File: config.mk
export PLATFORM = sky130hd
export DESIGN_NAME = knight_cmd_top
export DESIGN_NICKNAME = d
export VERILOG_FILES = /design/src/knight_pkg.sv /design/src/cmd_assembler.sv /design/src/fwd_speed_ramp.sv /design/src/square_counter.sv /design/src/heading_error.sv /design/src/cmd_proc.sv /design/src/knight_cmd_top.sv
export VERILOG_INCLUDE_DIRS = /design/src /design/src/src
export SDC_FILE = /design/constraint.sdc
export NUM_CORES = 1
export LEC_CHECK = 0
export BUFFER_PORTS_ARGS = -buffer_cell sky130_fd_sc_hd__buf_4
export CORE_AREA = 3 3 95 97
export DETAILED_ROUTE_END_ITERATION = 12
export DIE_AREA = 0 0 98 100
export PLACE_DENSITY = 0.71
export SLEW_MARGIN = 0
export SYNTH_ARGS = -nofsm -noshare
export SYNTH_HDL_FRONTEND = slang
export SYNTH_SLANG_ARGS = --single-unit
export TNS_END_PERCENT = 5
File: constraint.sdc
create_clock -name clk -period 9.65 [get_ports clk]
set_input_delay 0.4825 -clock clk [delete_from_list [all_inputs] [get_ports clk]]
set_output_delay 0.4825 -clock clk [all_outputs]
set_load 0.1 [all_outputs]
File: src/knight_consts.svh
`ifndef KNIGHT_CONSTS_SVH
`define KNIGHT_CONSTS_SVH

////////////////////////////////////////////////////////////////////////////
// Motion constants of the knight command path.
////////////////////////////////////////////////////////////////////////////

`define KNIGHT_FAST_SIM 1'b1 // 1'b1 selects the large simulation steps.

// Forward speed ramp steps, 7 bits wide.
`define INC_AMT (`KNIGHT_FAST_SIM ? 7'h20 : 7'h03) // Ramp-up step per heading.
`define DEC_AMT (`KNIGHT_FAST_SIM ? 7'h40 : 7'h06) // Ramp-down step per heading.

// Heading nudges applied when a side IR sees the line.
`define NUDGE_POS (`KNIGHT_FAST_SIM ? 12'sh1FF : 12'sh05F) // Left IR, steer back.
`define NUDGE_NEG (`KNIGHT_FAST_SIM ? 12'shE00 : 12'shFA1) // Right IR, steer back.

// Error magnitude below which the robot may drive forward.
`define HDG_TOL 12'h02C

`endif

File: src/knight_pkg.sv
package knight_pkg;

  //////////////////////////////////////////////////////////////////////////
  // Command word as it arrives over Bluetooth.
  //////////////////////////////////////////////////////////////////////////

  typedef enum logic [3:0] {
    CAL     = 4'h2,                       // Gyro calibration.
    MOV     = 4'h4,                       // Plain move.
    FANFARE = 4'h5,                       // Move, then play the fanfare.
    TOUR    = 4'h6                        // Hand over to the tour solver.
  } opcode_t;

  typedef struct packed {
    opcode_t    opcode;                   // Bits 15..12.
    logic [7:0] hdg;                      // Heading byte, bits 11..4.
    logic [3:0] squares;                  // Squares to move, bits 3..0.
  } cmd_t;

  // IR line sensors under the chassis.
  typedef struct packed {
    logic lft;                            // Drifted right of the line.
    logic cntr;                           // Crossing a square edge.
    logic rght;                           // Drifted left of the line.
  } ir_t;

  // Everything the PID and motor drive need.
  typedef struct packed {
    logic        [9:0]  frwrd;            // Forward speed.
    logic signed [11:0] error;            // Heading error.
    logic               moving;           // Yaw integration enable.
  } motion_t;

  typedef enum logic [2:0] {
    IDLE,
    CALIBRATE,
    MOVE,
    INCR,
    DECR
  } proc_state_t;

endpackage

File: src/cmd_assembler.sv
`timescale 1ns/100ps

module cmd_assembler (
  input  logic              clk,
  input  logic              rst_n,
  input  logic [7:0]        rx_data,
  input  logic              rx_rdy,
  input  logic              clr_cmd_rdy,
  output knight_pkg::cmd_t  cmd,
  output logic              cmd_rdy
);
  import knight_pkg::*;

  logic       byte_phase;                 // High once the first byte is in.
  logic [7:0] hi_byte;                    // Holds the high byte.
  logic       pending;                    // A finished command waits in pend_cmd.
  cmd_t       pend_cmd;                   // Command that arrived while cmd was busy.
  cmd_t       new_cmd;                    // Word formed by the second byte.
  logic       word_done;                  // Second byte strobe.
  logic       load_new;                   // New word goes straight to cmd.
  logic       load_pend;                  // Waiting word moves into cmd.
  logic       park_new;                   // New word parks in pend_cmd.

  assign new_cmd   = cmd_t'({hi_byte, rx_data});
  assign word_done = rx_rdy & byte_phase;
  assign load_pend = clr_cmd_rdy & pending;
  assign load_new  = word_done & (~cmd_rdy | (clr_cmd_rdy & ~pending));
  assign park_new  = word_done & ~load_new;

  ////////////////////////////////////////////////////////////////////////////
  // Byte phase and ready flags.
  ////////////////////////////////////////////////////////////////////////////
  always_ff @(posedge clk or negedge rst_n) begin
    if (!rst_n) begin
      byte_phase <= 1'b0;
      cmd_rdy    <= 1'b0;
      pending    <= 1'b0;
    end else begin
      if (rx_rdy)
        byte_phase <= ~byte_phase;        // High byte first, then low.
      if (load_new | load_pend)
        cmd_rdy <= 1'b1;
      else if (clr_cmd_rdy)
        cmd_rdy <= 1'b0;                  // Consumed and nothing waiting.
      if (park_new)
        pending <= 1'b1;
      else if (load_pend)
        pending <= 1'b0;
    end
  end

  // Byte and command storage.
  always_ff @(posedge clk) begin
    if (rx_rdy & ~byte_phase)
      hi_byte <= rx_data;                 // cmd is untouched by a first byte.
    if (load_pend)
      cmd <= pend_cmd;
    else if (load_new)
      cmd <= new_cmd;
    if (park_new)
      pend_cmd <= new_cmd;
  end

endmodule

File: src/fwd_speed_ramp.sv
`timescale 1ns/100ps

`include "knight_consts.svh"

module fwd_speed_ramp (
  input  logic       clk,
  input  logic       rst_n,
  input  logic       clr_frwrd,
  input  logic       inc_frwrd,
  input  logic       dec_frwrd,
  input  logic       heading_rdy,
  output logic [9:0] frwrd,
  output logic       zero
);

  logic [9:0] inc_step;                   // Ramp-up step, zero extended.
  logic [9:0] dec_step;                   // Ramp-down step, zero extended.
  logic       max_spd;                    // Top two bits set.
  logic       last_dec;                   // Next step would pass zero.

  assign inc_step = {3'b000, `INC_AMT};
  assign dec_step = {3'b000, `DEC_AMT};
  assign max_spd  = &frwrd[9:8];
  assign zero     = (frwrd == 10'h000);   // Ramp-down is over.
  assign last_dec = (frwrd <= dec_step);

  ////////////////////////////////////////////////////////////////////////////
  // Speed register, steps only with a fresh gyro heading.
  ////////////////////////////////////////////////////////////////////////////
  always_ff @(posedge clk or negedge rst_n) begin
    if (!rst_n) begin
      frwrd <= 10'h000;
    end else if (clr_frwrd) begin
      frwrd <= 10'h000;                   // Start of a move.
    end else if (heading_rdy) begin
      if (inc_frwrd) begin
        if (!max_spd)
          frwrd <= frwrd + inc_step;      // Hold at top speed.
      end else if (dec_frwrd) begin
        if (last_dec)
          frwrd <= 10'h000;               // Land on zero, no wrap.
        else
          frwrd <= frwrd - dec_step;
      end
    end
  end

endmodule

File: src/square_counter.sv
`timescale 1ns/100ps

module square_counter (
  input  logic       clk,
  input  logic       rst_n,
  input  logic       cntr_ir,
  input  logic       move_cmd,
  input  logic [3:0] squares,
  output logic       move_done
);

  logic       cntr_ir_q;                  // Centre IR one cycle back.
  logic       cntr_rise;                  // Line edge seen.
  logic [4:0] pulse_cnt;                  // Edges since the move started.
  logic [3:0] squares_q;                  // Squares of the current move.

  assign cntr_rise = cntr_ir & ~cntr_ir_q;

  ////////////////////////////////////////////////////////////////////////////
  // Edge detect and pulse count.
  ////////////////////////////////////////////////////////////////////////////
  always_ff @(posedge clk or negedge rst_n) begin
    if (!rst_n) begin
      cntr_ir_q <= 1'b0;
      pulse_cnt <= 5'd0;
    end else begin
      cntr_ir_q <= cntr_ir;
      if (move_cmd)
        pulse_cnt <= 5'd0;                // New move, restart the count.
      else if (cntr_rise)
        pulse_cnt <= pulse_cnt + 5'd1;
    end
  end

  always_ff @(posedge clk) begin
    if (move_cmd)
      squares_q <= squares;
  end

  // Two line crossings per square.
  assign move_done = (pulse_cnt == {squares_q, 1'b0});

endmodule

File: src/heading_error.sv
`timescale 1ns/100ps

`include "knight_consts.svh"

module heading_error (
  input  logic               clk,
  input  logic               rst_n,
  input  logic               move_cmd,
  input  logic [7:0]         hdg,
  input  logic signed [11:0] heading,
  input  knight_pkg::ir_t    ir,
  output logic signed [11:0] error,
  output logic [11:0]        error_abs
);
  import knight_pkg::*;

  logic signed [11:0] desired_heading;    // Target heading of the move.
  logic signed [11:0] err_nudge;          // Line-following correction.

  ////////////////////////////////////////////////////////////////////////////
  // Desired heading, loaded with the move.
  ////////////////////////////////////////////////////////////////////////////
  always_ff @(posedge clk or negedge rst_n) begin
    if (!rst_n) begin
      desired_heading <= 12'sh000;
    end else if (move_cmd) begin
      if (hdg == 8'h00)
        desired_heading <= 12'sh000;      // North stays exactly zero.
      else
        desired_heading <= {hdg, 4'hF};
    end
  end

  // Left sensor wins when both see the line.
  always_comb begin
    if (ir.lft)
      err_nudge = `NUDGE_POS;
    else if (ir.rght)
      err_nudge = `NUDGE_NEG;
    else
      err_nudge = 12'sh000;
  end

  assign error     = heading - desired_heading + err_nudge;
  assign error_abs = error[11] ? -error : error; // Magnitude for the tolerance test.

endmodule

File: src/cmd_proc.sv
`timescale 1ns/100ps

`include "knight_consts.svh"

module cmd_proc (
  input  logic                clk,
  input  logic                rst_n,
  input  knight_pkg::cmd_t    cmd,
  input  logic                cmd_rdy,
  output logic                clr_cmd_rdy,
  input  logic                cal_done,
  input  logic signed [11:0]  heading,
  input  logic                heading_rdy,
  input  knight_pkg::ir_t     ir,
  output logic                strt_cal,
  output logic                tour_go,
  output logic                fanfare_go,
  output logic                send_resp,
  output knight_pkg::motion_t motion
);
  import knight_pkg::*;

  proc_state_t        state;              // Current state.
  proc_state_t        nxt_state;          // Next state.
  logic               move_cmd;           // Loads squares and heading.
  logic               clr_frwrd;          // Zero the speed.
  logic               inc_frwrd;          // Ramp up on headings.
  logic               dec_frwrd;          // Ramp down on headings.
  logic               moving;             // Robot under way.
  logic               zero;               // Speed is zero.
  logic               move_done;          // Enough line crossings.
  logic               fanfare_q;          // Current move ends with fanfare.
  logic [9:0]         frwrd;              // Forward speed.
  logic signed [11:0] error;              // Heading error to the PID.
  logic [11:0]        error_abs;          // Its magnitude.

  ////////////////////////////////////////////////////////////////////////////
  // Datapath.
  ////////////////////////////////////////////////////////////////////////////
  fwd_speed_ramp u_ramp (
    .clk         (clk),
    .rst_n       (rst_n),
    .clr_frwrd   (clr_frwrd),
    .inc_frwrd   (inc_frwrd),
    .dec_frwrd   (dec_frwrd),
    .heading_rdy (heading_rdy),
    .frwrd       (frwrd),
    .zero        (zero)
  );

  square_counter u_squares (
    .clk       (clk),
    .rst_n     (rst_n),
    .cntr_ir   (ir.cntr),
    .move_cmd  (move_cmd),
    .squares   (cmd.squares),
    .move_done (move_done)
  );

  heading_error u_hdg_err (
    .clk       (clk),
    .rst_n     (rst_n),
    .move_cmd  (move_cmd),
    .hdg       (cmd.hdg),
    .heading   (heading),
    .ir        (ir),
    .error     (error),
    .error_abs (error_abs)
  );

  assign motion.frwrd  = frwrd;
  assign motion.error  = error;
  assign motion.moving = moving;

  ////////////////////////////////////////////////////////////////////////////
  // State register.
  ////////////////////////////////////////////////////////////////////////////
  always_ff @(posedge clk or negedge rst_n) begin
    if (!rst_n) begin
      state     <= IDLE;
      fanfare_q <= 1'b0;
    end else begin
      state <= nxt_state;
      if (move_cmd)
        fanfare_q <= (cmd.opcode == FANFARE); // cmd may change during the move.
    end
  end

  // Next state and outputs, all low unless set.
  always_comb begin
    nxt_state   = state;
    clr_cmd_rdy = 1'b0;
    strt_cal    = 1'b0;
    tour_go     = 1'b0;
    fanfare_go  = 1'b0;
    send_resp   = 1'b0;
    move_cmd    = 1'b0;
    clr_frwrd   = 1'b0;
    inc_frwrd   = 1'b0;
    dec_frwrd   = 1'b0;
    moving      = 1'b0;
    case (state)
      CALIBRATE: begin
        if (cal_done) begin
          send_resp = 1'b1;               // Gyro is ready.
          nxt_state = IDLE;
        end
      end
      MOVE: begin
        moving = 1'b1;                    // Turning in place still counts.
        if (error_abs < `HDG_TOL) begin
          clr_frwrd = 1'b1;
          nxt_state = INCR;
        end
      end
      INCR: begin
        moving    = 1'b1;
        inc_frwrd = 1'b1;
        if (move_done) begin
          fanfare_go = fanfare_q;
          nxt_state  = DECR;
        end
      end
      DECR: begin
        dec_frwrd = 1'b1;
        if (zero) begin
          send_resp = 1'b1;               // Stopped on the square.
          nxt_state = IDLE;
        end else begin
          moving = 1'b1;
        end
      end
      default: begin
        if (cmd_rdy) begin
          clr_cmd_rdy = 1'b1;             // Every command is consumed here.
          case (cmd.opcode)
            TOUR: tour_go = 1'b1;         // Solver takes over, no response.
            CAL: begin
              strt_cal  = 1'b1;
              nxt_state = CALIBRATE;
            end
            MOV, FANFARE: begin
              move_cmd  = 1'b1;
              nxt_state = MOVE;
            end
            default: nxt_state = IDLE;    // Unknown opcode is dropped.
          endcase
        end
      end
    endcase
  end

endmodule

File: src/knight_cmd_top.sv
`timescale 1ns/100ps

module knight_cmd_top (
  input  logic                clk,
  input  logic                rst_n,
  input  logic [7:0]          rx_data,
  input  logic                rx_rdy,
  input  logic                cal_done,
  input  logic signed [11:0]  heading,
  input  logic                heading_rdy,
  input  knight_pkg::ir_t     ir,
  output logic                strt_cal,
  output logic                tour_go,
  output logic                fanfare_go,
  output logic                send_resp,
  output knight_pkg::motion_t motion
);
  import knight_pkg::*;

  cmd_t cmd;                              // Assembled command.
  logic cmd_rdy;                          // Command waiting.
  logic clr_cmd_rdy;                      // Command taken.

  ////////////////////////////////////////////////////////////////////////////
  // UART bytes to commands, commands to motion.
  ////////////////////////////////////////////////////////////////////////////
  cmd_assembler u_assembler (
    .clk         (clk),
    .rst_n       (rst_n),
    .rx_data     (rx_data),
    .rx_rdy      (rx_rdy),
    .clr_cmd_rdy (clr_cmd_rdy),
    .cmd         (cmd),
    .cmd_rdy     (cmd_rdy)
  );

  cmd_proc u_proc (
    .clk         (clk),
    .rst_n       (rst_n),
    .cmd         (cmd),
    .cmd_rdy     (cmd_rdy),
    .clr_cmd_rdy (clr_cmd_rdy),
    .cal_done    (cal_done),
    .heading     (heading),
    .heading_rdy (heading_rdy),
    .ir          (ir),
    .strt_cal    (strt_cal),
    .tour_go     (tour_go),
    .fanfare_go  (fanfare_go),
    .send_resp   (send_resp),
    .motion      (motion)
  );

endmodule

==> results.md, run 1 <==
- Outcome: completed
- Final Slew Violations: 0
- Flop and latch count out of synthesis: 71
- Number of vias after detailed routing: 2919
- Insertion delay to the later sink of the worst-skew pair: 0.34 ns
- Number of standard cells after synthesis: 386
- CTS Hold Buffers Added: 0
- Mean number of vias per cell: 5.32
- HP Class: input port to asynchronous set/reset pin
- Commonest cells after routing, fill and taps aside: sky130_fd_sc_hd__buf_4 (52), sky130_fd_sc_hd__nand2_1 (49), sky130_fd_sc_hd__inv_1 (48), sky130_fd_sc_hd__edfxtp_1 (44), sky130_fd_sc_hd__dfrtp_1 (27)
- Net count, final: 496
- Final wirelength: 7670 microns
- TritonCTS clock tree: yes
- Final design instance area without fill: 4770 sq um
- WP buf/inv: 5
- Syn-to-layout area delta: 15.3%
- Remaining design rule violation count: 0
- Number of buffer cells added on primary ports: 49
- Global-route usage over all layers: 16.5%
- Endpoint arrival time on the critical path: 3.40 ns
- Die Footprint: 9800 sq um
- Horizontal extent of the die: 98 microns
- Final weighted congestion of routability-driven global placement: 0.882
- Drt first-iter violations: 160
- Core Area: 8220 sq um
- Crit path time final: 3.88 ns
- Nature of the critical path startpoint: input port
- Worst-case clock skew: 0.0135 ns
- Worst setup slack after placement: 5.57 ns
- Final sum of negative setup slack: 0 ns
- Total global routing overflow: 0
- IO Pins: 55
- PostCTS Resize Cnt: 0
- Number of hold violations in the final report: 0
- Initial standard-cell utilization of the core: 50.3%
- Setup CP Type: input port to primary output
- Worst stage delay on the critical path: 0.58 ns
- Dominant register cell in the synthesized netlist: sky130_fd_sc_hd__edfxtp_1
- Y dimension of the die: 100 microns
- Final antenna diode count: 0
- Count of maximum capacitance violations: 0
- Period utilisation layout: 40.3%
- Number of placement rows: 33
- Average detailed-routed wire length per instance: 14.0 microns
- Count of yosys warnings during synthesis: 0
- Final hold slack: 0.0464 ns
- Setup crit end kind: primary output
- Leading cell type in the layout, fill and taps excluded: sky130_fd_sc_hd__buf_4
- CTS Sinks: 71
- Worst Slack Setup Final: 5.77 ns
- Setup repair after global routing missed its margin: no
- Crit-path max FO: 10
- Avg Synthesized Cell Area: 10.7 sq um
- Final-report setup violation count: 0
- Number of buffers between clock root and the deepest sink: 2
- Cell-by-cell listing of the critical path: buf_4 > inv_1 > fa_1 > inv_1 > fa_1 > a211oi_1 > o21ai_1 > a21oi_1 > o21ai_0 > xnor2_2 > inv_1 > buf_4
- Number of global-route vias before repair: 2892
- Initial antenna violation count: 0
- Highest clock rate: 0.257 GHz
- Sequential element share of the synthesized area: 48.3%
- Global-route wire length before repair: 13200 microns
- Measured slew at the worst slew-check pin: 0.707 ns
- CTS Root Cell: sky130_fd_sc_hd__clkbuf_8
- Cell mode on critical path: sky130_fd_sc_hd__inv_1
- Headroom to the max-slew limit: 52.5%
- Total iterations of the first detailed-routing run: 4
- Maximum number of pins on one net before global-route repair: 28
- Clock slew at reported path FFs: 0.08 ns
- Synth cell types: 54
- Post-DP HPWL: 5790 microns
- Largest delay contributor family on the critical path: adder cells
- Share of async-settable or async-resettable flops after synthesis: 38.0%
- Critical path data required time: 9.17 ns
- Cts bufs inserted: 9
- Cell at the slowest stage of the critical path: sky130_fd_sc_hd__fa_1
- Layout cells sized above 1: 20.3%
- Synthesized area: 4140 sq um
- Maximum level of the CTS H-tree: 3
- Post-route antenna net violation count: 0
- Placed Area: 4600 sq um
- Number of enable-type register cells in the synthesized netlist: 44
- Post CTS Setup Buffer Count: 0
cell usage after synthesis, types with 2 or more instances:
cell                        instances  area share [%]
sky130_fd_sc_hd__xnor2_1            9             1.9
sky130_fd_sc_hd__nand4_1            4            0.61
sky130_fd_sc_hd__nand2b_1           2            0.30
sky130_fd_sc_hd__and2_1             2            0.30
sky130_fd_sc_hd__inv_1             48             4.4
sky130_fd_sc_hd__nor4b_1            3            0.64
sky130_fd_sc_hd__a21oi_1           21             2.5
sky130_fd_sc_hd__a211oi_1           6             1.1
sky130_fd_sc_hd__a22oi_1            3            0.54
sky130_fd_sc_hd__dfrtp_1           27              16
sky130_fd_sc_hd__and3_1             3            0.45
sky130_fd_sc_hd__nor3b_1            4            0.73
sky130_fd_sc_hd__edfxtp_1          44              32
sky130_fd_sc_hd__nor2_1            24             2.2
sky130_fd_sc_hd__nand3_1            3            0.36
sky130_fd_sc_hd__a21o_1             4            0.73
sky130_fd_sc_hd__o21a_1             4            0.73
sky130_fd_sc_hd__o21ai_0            9             1.1
sky130_fd_sc_hd__nor4_1             3            0.45
sky130_fd_sc_hd__buf_4              6             1.1
sky130_fd_sc_hd__o31ai_1            2            0.36
sky130_fd_sc_hd__mux2i_1            2            0.48
sky130_fd_sc_hd__nor2b_1            4            0.61
sky130_fd_sc_hd__ha_1              18             5.4
sky130_fd_sc_hd__nand2_1           49             4.4
sky130_fd_sc_hd__clkbuf_1           7            0.64
sky130_fd_sc_hd__a22o_1             2            0.42
sky130_fd_sc_hd__o2bb2ai_1          2            0.42
sky130_fd_sc_hd__xnor2_2            2            0.79
sky130_fd_sc_hd__o22ai_1            5            0.76
sky130_fd_sc_hd__fa_1              11             5.3
sky130_fd_sc_hd__xor2_1             7             1.5
sky130_fd_sc_hd__nand3b_1           2            0.36
sky130_fd_sc_hd__a31oi_1            5            0.76
sky130_fd_sc_hd__nor3_1             4            0.48
sky130_fd_sc_hd__mux2_2            17             4.6
path summary, 6_finish.rpt:
kind | depth (start not counted) | startpoint | slack [ns] | end
setup / recovery | 12 | ir[2] | 5.77 | motion[11]
hold / removal | 1 | rst_n | 0.05 | u_proc.u_ramp.frwrd[5]
setup reg to reg | 12 | u_proc.u_hdg_err.desired_heading[3] | 5.97 | u_proc.u_ramp.frwrd[5]
hold reg to reg | 0 | u_assembler.cmd[1] | 0.42 | u_proc.u_squares.squares_q[1]
max in group asynchronous | 1 | rst_n | 9.32 | u_proc.u_hdg_err.desired_heading[7]
min in group clk | 1 | ir[1] | 0.27 | u_proc.u_squares.cntr_ir_q
cell type report:
class | count | area [sq um]
timing repair buffer | 52 | 390
clock buffer | 9 | 124
fill | 701 | 3450
sequential | 71 | 2000
clock inverter | 7 | 47.5
inverter | 48 | 180
tap | 105 | 131
multi-input combinational | 257 | 1900
metrics by stage:
step                cells  utilization, %
floorplan             390               -
global placement      533            55.9
detailed placement    533            55.9
CTS                   549            58.0
global route          549            58.0
finish                549            58.0
per-layer routing:
layer | routed length (microns) | vias up | share of wire, % | global-route usage, %
met5 | 0 | - | 0 | 0
met2 | 3640 | 82 | 48 | 27.5
li1 | - | 1444 | - | -
met3 | 463 | 11 | 6.0 | 3.13
met4 | 103 | 0 | 1.3 | 5.32
met1 | 3460 | 1382 | 45 | 22.0
cells by family (layout without fill, tap and decap cells):
kind of cell,Yosys count,count (layout),share of synthesized area (%)
simple gates,112,112,12.9
compound gates,74,74,12.5
flops,71,71,48.3
buf+inv,62,116,6.17
fa+ha+maj,29,29,10.8
mux,19,19,5.11
xor+xnor,18,18,4.18
other cells,1,5,0.0907
state kept, by name (all words and copies together), names as in the netlist:
signal and count:
u_assembler.byte_phase 1, u_assembler.cmd 16, u_assembler.cmd_rdy 1, u_assembler.hi_byte 8
u_assembler.pend_cmd 16, u_assembler.pending 1, u_proc.fanfare_q 1, u_proc.state 3
u_proc.u_hdg_err.desired_heading 9, u_proc.u_ramp.frwrd 5, u_proc.u_squares.cntr_ir_q 1, u_proc.u_squares.pulse_cnt 5
u_proc.u_squares.squares_q 4
Power of run 1 is left out: the tool's default activity adds up to more than one toggle a clock period on the data nets, which glitch-free logic cannot reach.
==> inputs of run 2 (changes only) <==
- PLACE_DENSITY: 0.71 -> 0.74
- clock period: 9.65 -> 3.15 ns (I/O delays scaled with it)
==> run 2 against run 1 <==
Compared with the run above: the run now ends with setup timing left; hold slack got worse by 0.029 ns; core utilization rose by 7.2 points; die area did not move; sequential share of layout area fell by 4.6 points; clock skew fell by 0.0023 ns; non-clock buffer count rose by 44; register-to-register slack got worse by 6.2 ns; final area rose by 12%; critical path type is now flip-flop to flip-flop; critical endpoint is now u_proc.u_ramp.frwrd[5]; largest cell class is now multi-input gates; highest routed layer unchanged.
==> results.md, run 2 (synthesis results as in run 1) <==
- Outcome: complete, but fails checks (was completed)
- Violations in the final reports: setup timing
- Highest clock rate: 0.299 GHz
- Count of maximum capacitance violations: 0 (unchanged)
- Final wirelength: 8150 microns (was 7670 microns)
- Number of inserted filler cells in the final layout: 633 (was 701)
- Commonest cells after routing, fill and taps aside: sky130_fd_sc_hd__buf_4 (85), sky130_fd_sc_hd__nand2_1 (49), sky130_fd_sc_hd__inv_1 (46), sky130_fd_sc_hd__edfxtp_1 (44), sky130_fd_sc_hd__dfrtp_1 (26) (was sky130_fd_sc_hd__buf_4 (52), sky130_fd_sc_hd__nand2_1 (49), sky130_fd_sc_hd__inv_1 (48), sky130_fd_sc_hd__edfxtp_1 (44), sky130_fd_sc_hd__dfrtp_1 (27))
- CTS Sinks: 71 (unchanged)
- Mean number of vias per cell: 5.19 (was 5.32)
- Initial antenna violation count: 0 (unchanged)
- Cts bufs inserted: 9 (unchanged)
- Post-route antenna net violation count: 0 (unchanged)
- Final-report setup violation count: 8 (was 0)
- Maximum number of pins on one net before global-route repair: 28 (unchanged)
- Total global routing overflow: 0 (unchanged)
- Number of global-route vias before repair: 3067 (was 2892)
- Number of vias after detailed routing: 3084 (was 2919)
- TritonCTS clock tree: yes (unchanged)
- Y dimension of the die: 100 microns (unchanged)
- Crit-path max FO: 5 (was 10)
- Maximum level of the CTS H-tree: 3 (unchanged)
- Global-route usage over all layers: 17.4% (was 16.5%)
- Final antenna diode count: 0 (unchanged)
- Initial standard-cell utilization of the core: 50.3% (unchanged)
- Horizontal extent of the die: 98 microns (unchanged)
- Top flop regs: u_assembler.cmd: 16 flops, u_assembler.pend_cmd: 16 flops, u_proc.u_hdg_err.desired_heading: 9 flops (unchanged)
- Crit path time final: 3.35 ns
- Worst stage delay on the critical path: 0.51 ns (was 0.58 ns)
- HP Class: input port to flip-flop (was input port to asynchronous set/reset pin)
- Final sum of negative setup slack: -0.917 ns (was 0 ns)
- Cell-by-cell listing of the critical path: fa_1 > inv_2 > ha_4 > a21o_1 > a2111oi_4 > nand2_1 > a221o_1 > xnor2_4 > and4b_2 > a31oi_4 > nand2_1 > a31o_1 (was buf_4 > inv_1 > fa_1 > inv_1 > fa_1 > a211oi_1 > o21ai_1 > a21oi_1 > o21ai_0 > xnor2_2 > inv_1 > buf_4)
- Cell mode on critical path: sky130_fd_sc_hd__nand2_1 (was sky130_fd_sc_hd__inv_1)
- Number of hold violations in the final report: 0 (unchanged)
- Insertion delay to the later sink of the worst-skew pair: 0.33 ns (was 0.34 ns)
- Net count, final: 541 (was 496)
- Global-route wire length before repair: 14000 microns (was 13200 microns)
- Core Area: 8220 sq um (unchanged)
- Largest delay contributor family on the critical path: compound AO/OA/AOI/OAI gates (was adder cells)
- Average detailed-routed wire length per instance: 13.7 microns (was 14.0 microns)
- Layout cells sized above 1: 31.7% (was 20.3%)
- Remaining design rule violation count: 0 (unchanged)
- Number of buffers between clock root and the deepest sink: 2 (unchanged)
- Critical path data required time: 3.38 ns (was 9.17 ns)
- Period utilisation layout: 106%
- Die Footprint: 9800 sq um (unchanged)
- Number of placement rows: 33 (unchanged)
- Nature of the critical path startpoint: flip-flop (was input port)
- Final hold slack: 0.0172 ns (was 0.0464 ns)
- Final Slew Violations: 0 (unchanged)
- Number of buffer cells added on primary ports: 49 (unchanged)
- Worst Slack Setup Final: -0.200 ns (was 5.77 ns)
- Setup CP Type: flip-flop to flip-flop (was input port to primary output)
- Syn-to-layout area delta: 29.7% (was 15.3%)
- Setup crit end kind: flip-flop (was primary output)
- Measured slew at the worst slew-check pin: 0.716 ns (was 0.707 ns)
- WP buf/inv: 1 (was 5)
- Headroom to the max-slew limit: 51.9% (was 52.5%)
- IO Pins: 55 (unchanged)
- Setup repair after global routing missed its margin: yes (was no)
- Cell at the slowest stage of the critical path: sky130_fd_sc_hd__fa_1 (unchanged)
- Endpoint arrival time on the critical path: 3.58 ns (was 3.40 ns)
- CTS Root Cell: sky130_fd_sc_hd__clkbuf_8 (unchanged)
- Drt first-iter violations: 121 (was 160)
- Leading cell type in the layout, fill and taps excluded: sky130_fd_sc_hd__buf_4 (unchanged)
- Final weighted congestion of routability-driven global placement: 0.865 (was 0.882)
- Total iterations of the first detailed-routing run: 4 (unchanged)
- Post-DP HPWL: 6280 microns (was 5790 microns)
- Worst-case clock skew: 0.0112 ns (was 0.0135 ns)
- Clock slew at reported path FFs: 0.08 ns (about the same)
## run 2: per-layer routing
layer	wire (microns)	up-vias	GRT usage, %
li1	-	1536	-
met5	0	-	0
met2	4060	86	29.7
met4	61	0	5.32
met1	3610	1456	23.0
met3	412	6	2.57
## run 2: final timing paths
| path | start | endpoint | slack, ns | cells after the start |
|---|---|---|---|---|
| setup / recovery | u_proc.u_hdg_err.desired_heading[3] | u_proc.u_ramp.frwrd[5] | -0.20 | 12 |
| hold / removal | rx_data[2] | u_assembler.pend_cmd[2] | 0.02 | 1 |
| setup reg to reg | u_proc.u_hdg_err.desired_heading[3] | u_proc.u_ramp.frwrd[5] | -0.20 | 12 |
| hold reg to reg | u_assembler.cmd[2] | u_proc.u_squares.squares_q[2] | 0.44 | 0 |
| max in group asynchronous | rst_n | u_proc.u_hdg_err.desired_heading[3] | 2.59 | 2 |
| min in group asynchronous | rst_n | u_proc.u_ramp.frwrd[9] | 0.26 | 2 |
## run 2: timing repair
| item | 4_1_cts | 5_1_grt |
|---|---|---|
| gates cloned | 1 | 0 |
| resized for setup | 18 | 8 |
| buffers inserted | 0 | 1 |
| pin swaps | 7 | 2 |
| endpoints found under the setup margin | 10 | 12 |
| hold buffers | 6 | 0 |
| hold endpoints to repair | 33 | 0 |
## run 2: final cells by class
cell class,count,area [sq um],share of cell area (%)
multi-input cells,258,2090,38.9
inverters,48,184,3.43
repair buffers,96,781,14.6
clock inverters,7,55.1,1.03
well taps,105,131,2.45
flip-flops and latches,71,2000,37.3
clock buffers,9,124,2.31
## run 2: worst reg2reg max path: cells and delay by family (launching register included)
family | cells | cell delay, ns
compound gates | 5 | 1.36
xor+xnor | 1 | 0.16
fa+ha+maj | 2 | 0.72
buf+inv | 1 | 0.05
flops | 1 | 0.46
simple gates | 3 | 0.51
## run 2: stage by stage
stage          utilization (%)  instances  cell area (sq um)  setup slack (ns)
6_report                  65.3        594               5360            -0.200
3_3_place_gp              60.8        570               5000            -0.285
5_1_grt                   65.3        594               5360            -0.358
3_5_place_dp              60.8        570               5000            -0.395
2_1_floorplan                -        390               4270            -0.583
4_1_cts                   64.7        593               5320            -0.194
Power of run 2 is left out for the same reason.
==> inputs of run 3 (changes only) <==
- BUFFER_PORTS_ARGS: -buffer_cell sky130_fd_sc_hd__buf_4 -> unset
- DONT_BUFFER_PORTS: unset -> 1
- PLACE_DENSITY: 0.74 -> 0.68
==> run 3 against run 2 <==
Compared with the run above: the run still ends with setup timing left; critical path type unchanged; worst setup slack worse by 0.0073 ns; sequential cell count unchanged; non-clock buffer count fell by 23; final area is 3.2% lower.
==> results.md, run 3 (synthesis results as in run 1) <==
- Outcome: complete, but fails checks (unchanged)
- Violations in the final reports: setup timing (unchanged)
- Final Slew Violations: 0 (unchanged)
- Source of the worst register-to-register timing path: u_proc.u_hdg_err.desired_heading[3] (unchanged)
- Final wirelength: 8180 microns (was 8150 microns)
- CTS Sinks: 71 (unchanged)
- CTS Root Cell: sky130_fd_sc_hd__clkbuf_8 (unchanged)
- Placed Area: 4820 sq um (was 5000 sq um)
- Measured slew at the worst slew-check pin: 0.788 ns (was 0.716 ns)
- Initial antenna violation count: 0 (unchanged)
- Nature of the critical path startpoint: flip-flop (unchanged)
- Number of buffers between clock root and the deepest sink: 2 (unchanged)
- Final-report setup violation count: 7 (was 8)
- Clock slew at reported path FFs: 0.08 ns (about the same)
- Minimum setup slack among reg-to-reg paths: -0.21 ns (was -0.20 ns)
- Final antenna diode count: 0 (unchanged)
- Y dimension of the die: 100 microns (unchanged)
- Worst-case clock skew: 0.0167 ns (was 0.0112 ns)
- Setup repair after global routing missed its margin: yes (unchanged)
- Number of hold violations in the final report: 0 (unchanged)
- IO Pins: 55 (unchanged)
- Leading cell type in the layout, fill and taps excluded: sky130_fd_sc_hd__buf_4 (unchanged)
- Die Footprint: 9800 sq um (unchanged)
- Total placed cells including tap cells: 542 (was 570)
- Setup CP Type: flip-flop to flip-flop (unchanged)
- Commonest cells after routing, fill and taps aside: sky130_fd_sc_hd__buf_4 (56), sky130_fd_sc_hd__nand2_1 (48), sky130_fd_sc_hd__inv_1 (46), sky130_fd_sc_hd__edfxtp_1 (44), sky130_fd_sc_hd__dfrtp_1 (26) (was sky130_fd_sc_hd__buf_4 (85), sky130_fd_sc_hd__nand2_1 (49), sky130_fd_sc_hd__inv_1 (46), sky130_fd_sc_hd__edfxtp_1 (44), sky130_fd_sc_hd__dfrtp_1 (26))
- Number of vias after detailed routing: 3064 (was 3084)
- Syn-to-layout area delta: 25.4% (was 29.7%)
- R2R Path End: u_proc.u_ramp.frwrd[8] (was u_proc.u_ramp.frwrd[5])
- Net count, final: 518 (was 541)
- Worst setup endpoint: u_proc.u_ramp.frwrd[8] (was u_proc.u_ramp.frwrd[5])
- Highest clock rate: 0.298 GHz (was 0.299 GHz)
- Post-route antenna net violation count: 0 (unchanged)
- Total iterations of the first detailed-routing run: 4 (unchanged)
- Post-DP HPWL: 6090 microns (was 6280 microns)
- Crit-path max FO: 5 (unchanged)
- Maximum number of pins on one net before global-route repair: 28 (unchanged)
- Insertion delay to the later sink of the worst-skew pair: 0.34 ns (was 0.33 ns)
- Setup crit end kind: flip-flop (unchanged)
- Critical path data required time: 3.41 ns (was 3.38 ns)
- Horizontal extent of the die: 98 microns (unchanged)
- Worst Reg2Reg Path Length in Cells: 12 (unchanged)
- Remaining design rule violation count: 0 (unchanged)
- Total global routing overflow: 0 (unchanged)
- Top flop regs: u_assembler.cmd: 16 flops, u_assembler.pend_cmd: 16 flops, u_proc.u_hdg_err.desired_heading: 9 flops (unchanged)
- Fin util: 63.1% (was 65.3%)
- Final design instance area without fill: 5190 sq um (was 5360 sq um)
- Average detailed-routed wire length per instance: 14.3 microns (was 13.7 microns)
- Period utilisation layout: 107% (was 106%)
- Initial standard-cell utilization of the core: 50.3% (unchanged)
- Number of buffer cells added on primary ports: 0 (was 49)
- Number of placement rows: 33 (unchanged)
- Cts bufs inserted: 9 (unchanged)
- Global-route usage over all layers: 17.6% (was 17.4%)
- Global-route wire length before repair: 14100 microns (was 14000 microns)
- Crit path time final: 3.36 ns (was 3.35 ns)
- Drt first-iter violations: 168 (was 121)
- Worst Slack Setup Final: -0.207 ns (was -0.200 ns)
- Final weighted congestion of routability-driven global placement: 0.921 (was 0.865)
- Headroom to the max-slew limit: 47.0% (was 51.9%)
- TritonCTS clock tree: yes (unchanged)
- Mean number of vias per cell: 5.37 (was 5.19)
- Maximum level of the CTS H-tree: 3 (unchanged)
- HP Class: input port to flip-flop (unchanged)
- Core Area: 8220 sq um (unchanged)
- Endpoint arrival time on the critical path: 3.61 ns (was 3.58 ns)
- Critical path startpoint: u_proc.u_hdg_err.desired_heading[3] (unchanged)
- Layout cells sized above 1: 26.8% (was 31.7%)
- Layout Cells excl Fill: 571 (was 594)
- Count of maximum capacitance violations: 0 (unchanged)
- Number of global-route vias before repair: 3100 (was 3067)
-- run 3: cell types whose count changed in the layout (fill, tap and decap cells not counted), sizes merged --
cell and change:
clkbuf +1, clkinvlp -1, inv -2, dlygate4sd3 +5, clkinv +2, buf -28
-- run 3: worst min path at each step --
stage,startpoint,to,slack [ns],depth (start not counted)
finish,rx_rdy,u_assembler.cmd_rdy,0.007,2
global route,rx_rdy,u_assembler.cmd_rdy,0.03,2
CTS,rx_rdy,u_assembler.cmd_rdy,0.005,2
detailed placement,rst_n,u_proc.u_ramp.frwrd[8],-0.14,0
global placement,rst_n,u_proc.u_ramp.frwrd[7],-0.14,0
floorplan,rst_n,u_assembler.byte_phase,-0.14,0
-- run 3: layer usage --
| layer | up-vias | track usage (%) | part of all wire (%) |
|---|---|---|---|
| met1 | 1459 | 23.2 | 45 |
| met4 | 0 | 6.50 | 2.1 |
| met2 | 99 | 28.6 | 48 |
| met3 | 17 | 4.03 | 5.2 |
| li1 | 1489 | - | - |
| met5 | - | 0 | 0 |
-- run 3: area by class of cell --
type | count | area [sq um]
fillers | 667 | 3030
multi-input cells | 258 | 2070
flip-flops and latches | 71 | 2000
repair buffers | 73 | 633
inverters | 48 | 184
well taps | 105 | 131
clock buffers | 10 | 128
clock inverters | 6 | 38.8
-- run 3: worst max-delay path, cell delays in order, from the launching register on --
cell and delay [ns]:
sky130_fd_sc_hd__dfrtp_2 0.46, sky130_fd_sc_hd__fa_1 0.51, sky130_fd_sc_hd__inv_2 0.05, sky130_fd_sc_hd__ha_4 0.21, sky130_fd_sc_hd__a21o_1 0.19, sky130_fd_sc_hd__a2111oi_4 0.33
sky130_fd_sc_hd__nand2_1 0.13, sky130_fd_sc_hd__a221o_1 0.38, sky130_fd_sc_hd__xnor2_4 0.18, sky130_fd_sc_hd__and4b_2 0.27, sky130_fd_sc_hd__a31oi_2 0.29, sky130_fd_sc_hd__a22oi_1 0.13
sky130_fd_sc_hd__o22ai_1 0.16
-- run 3: repair_timing --
item                       CTS  global route
pin swaps                    6             0
gates resized for setup     10             8
gates cloned                 1             0
setup endpoints to repair   10            12
hold buffers                12             0
buffers inserted             0             0
hold endpoints to repair    45             0
-- run 3: metrics by stage --
| step | hold slack [ns] | worst slack, ns | TNS (ns) |
|---|---|---|---|
| 6_report | 0.00713 | -0.207 | -1.16 |
| 5_1_grt | 0.0310 | -0.340 | -2.52 |
| 4_1_cts | 0.00550 | -0.184 | -1.04 |
| 3_5_place_dp | -0.138 | -0.250 | -1.19 |
| 3_3_place_gp | -0.138 | -0.189 | -0.782 |
| 2_1_floorplan | -0.138 | -0.583 | -3.23 |
Power of run 3 is left out for the same reason.
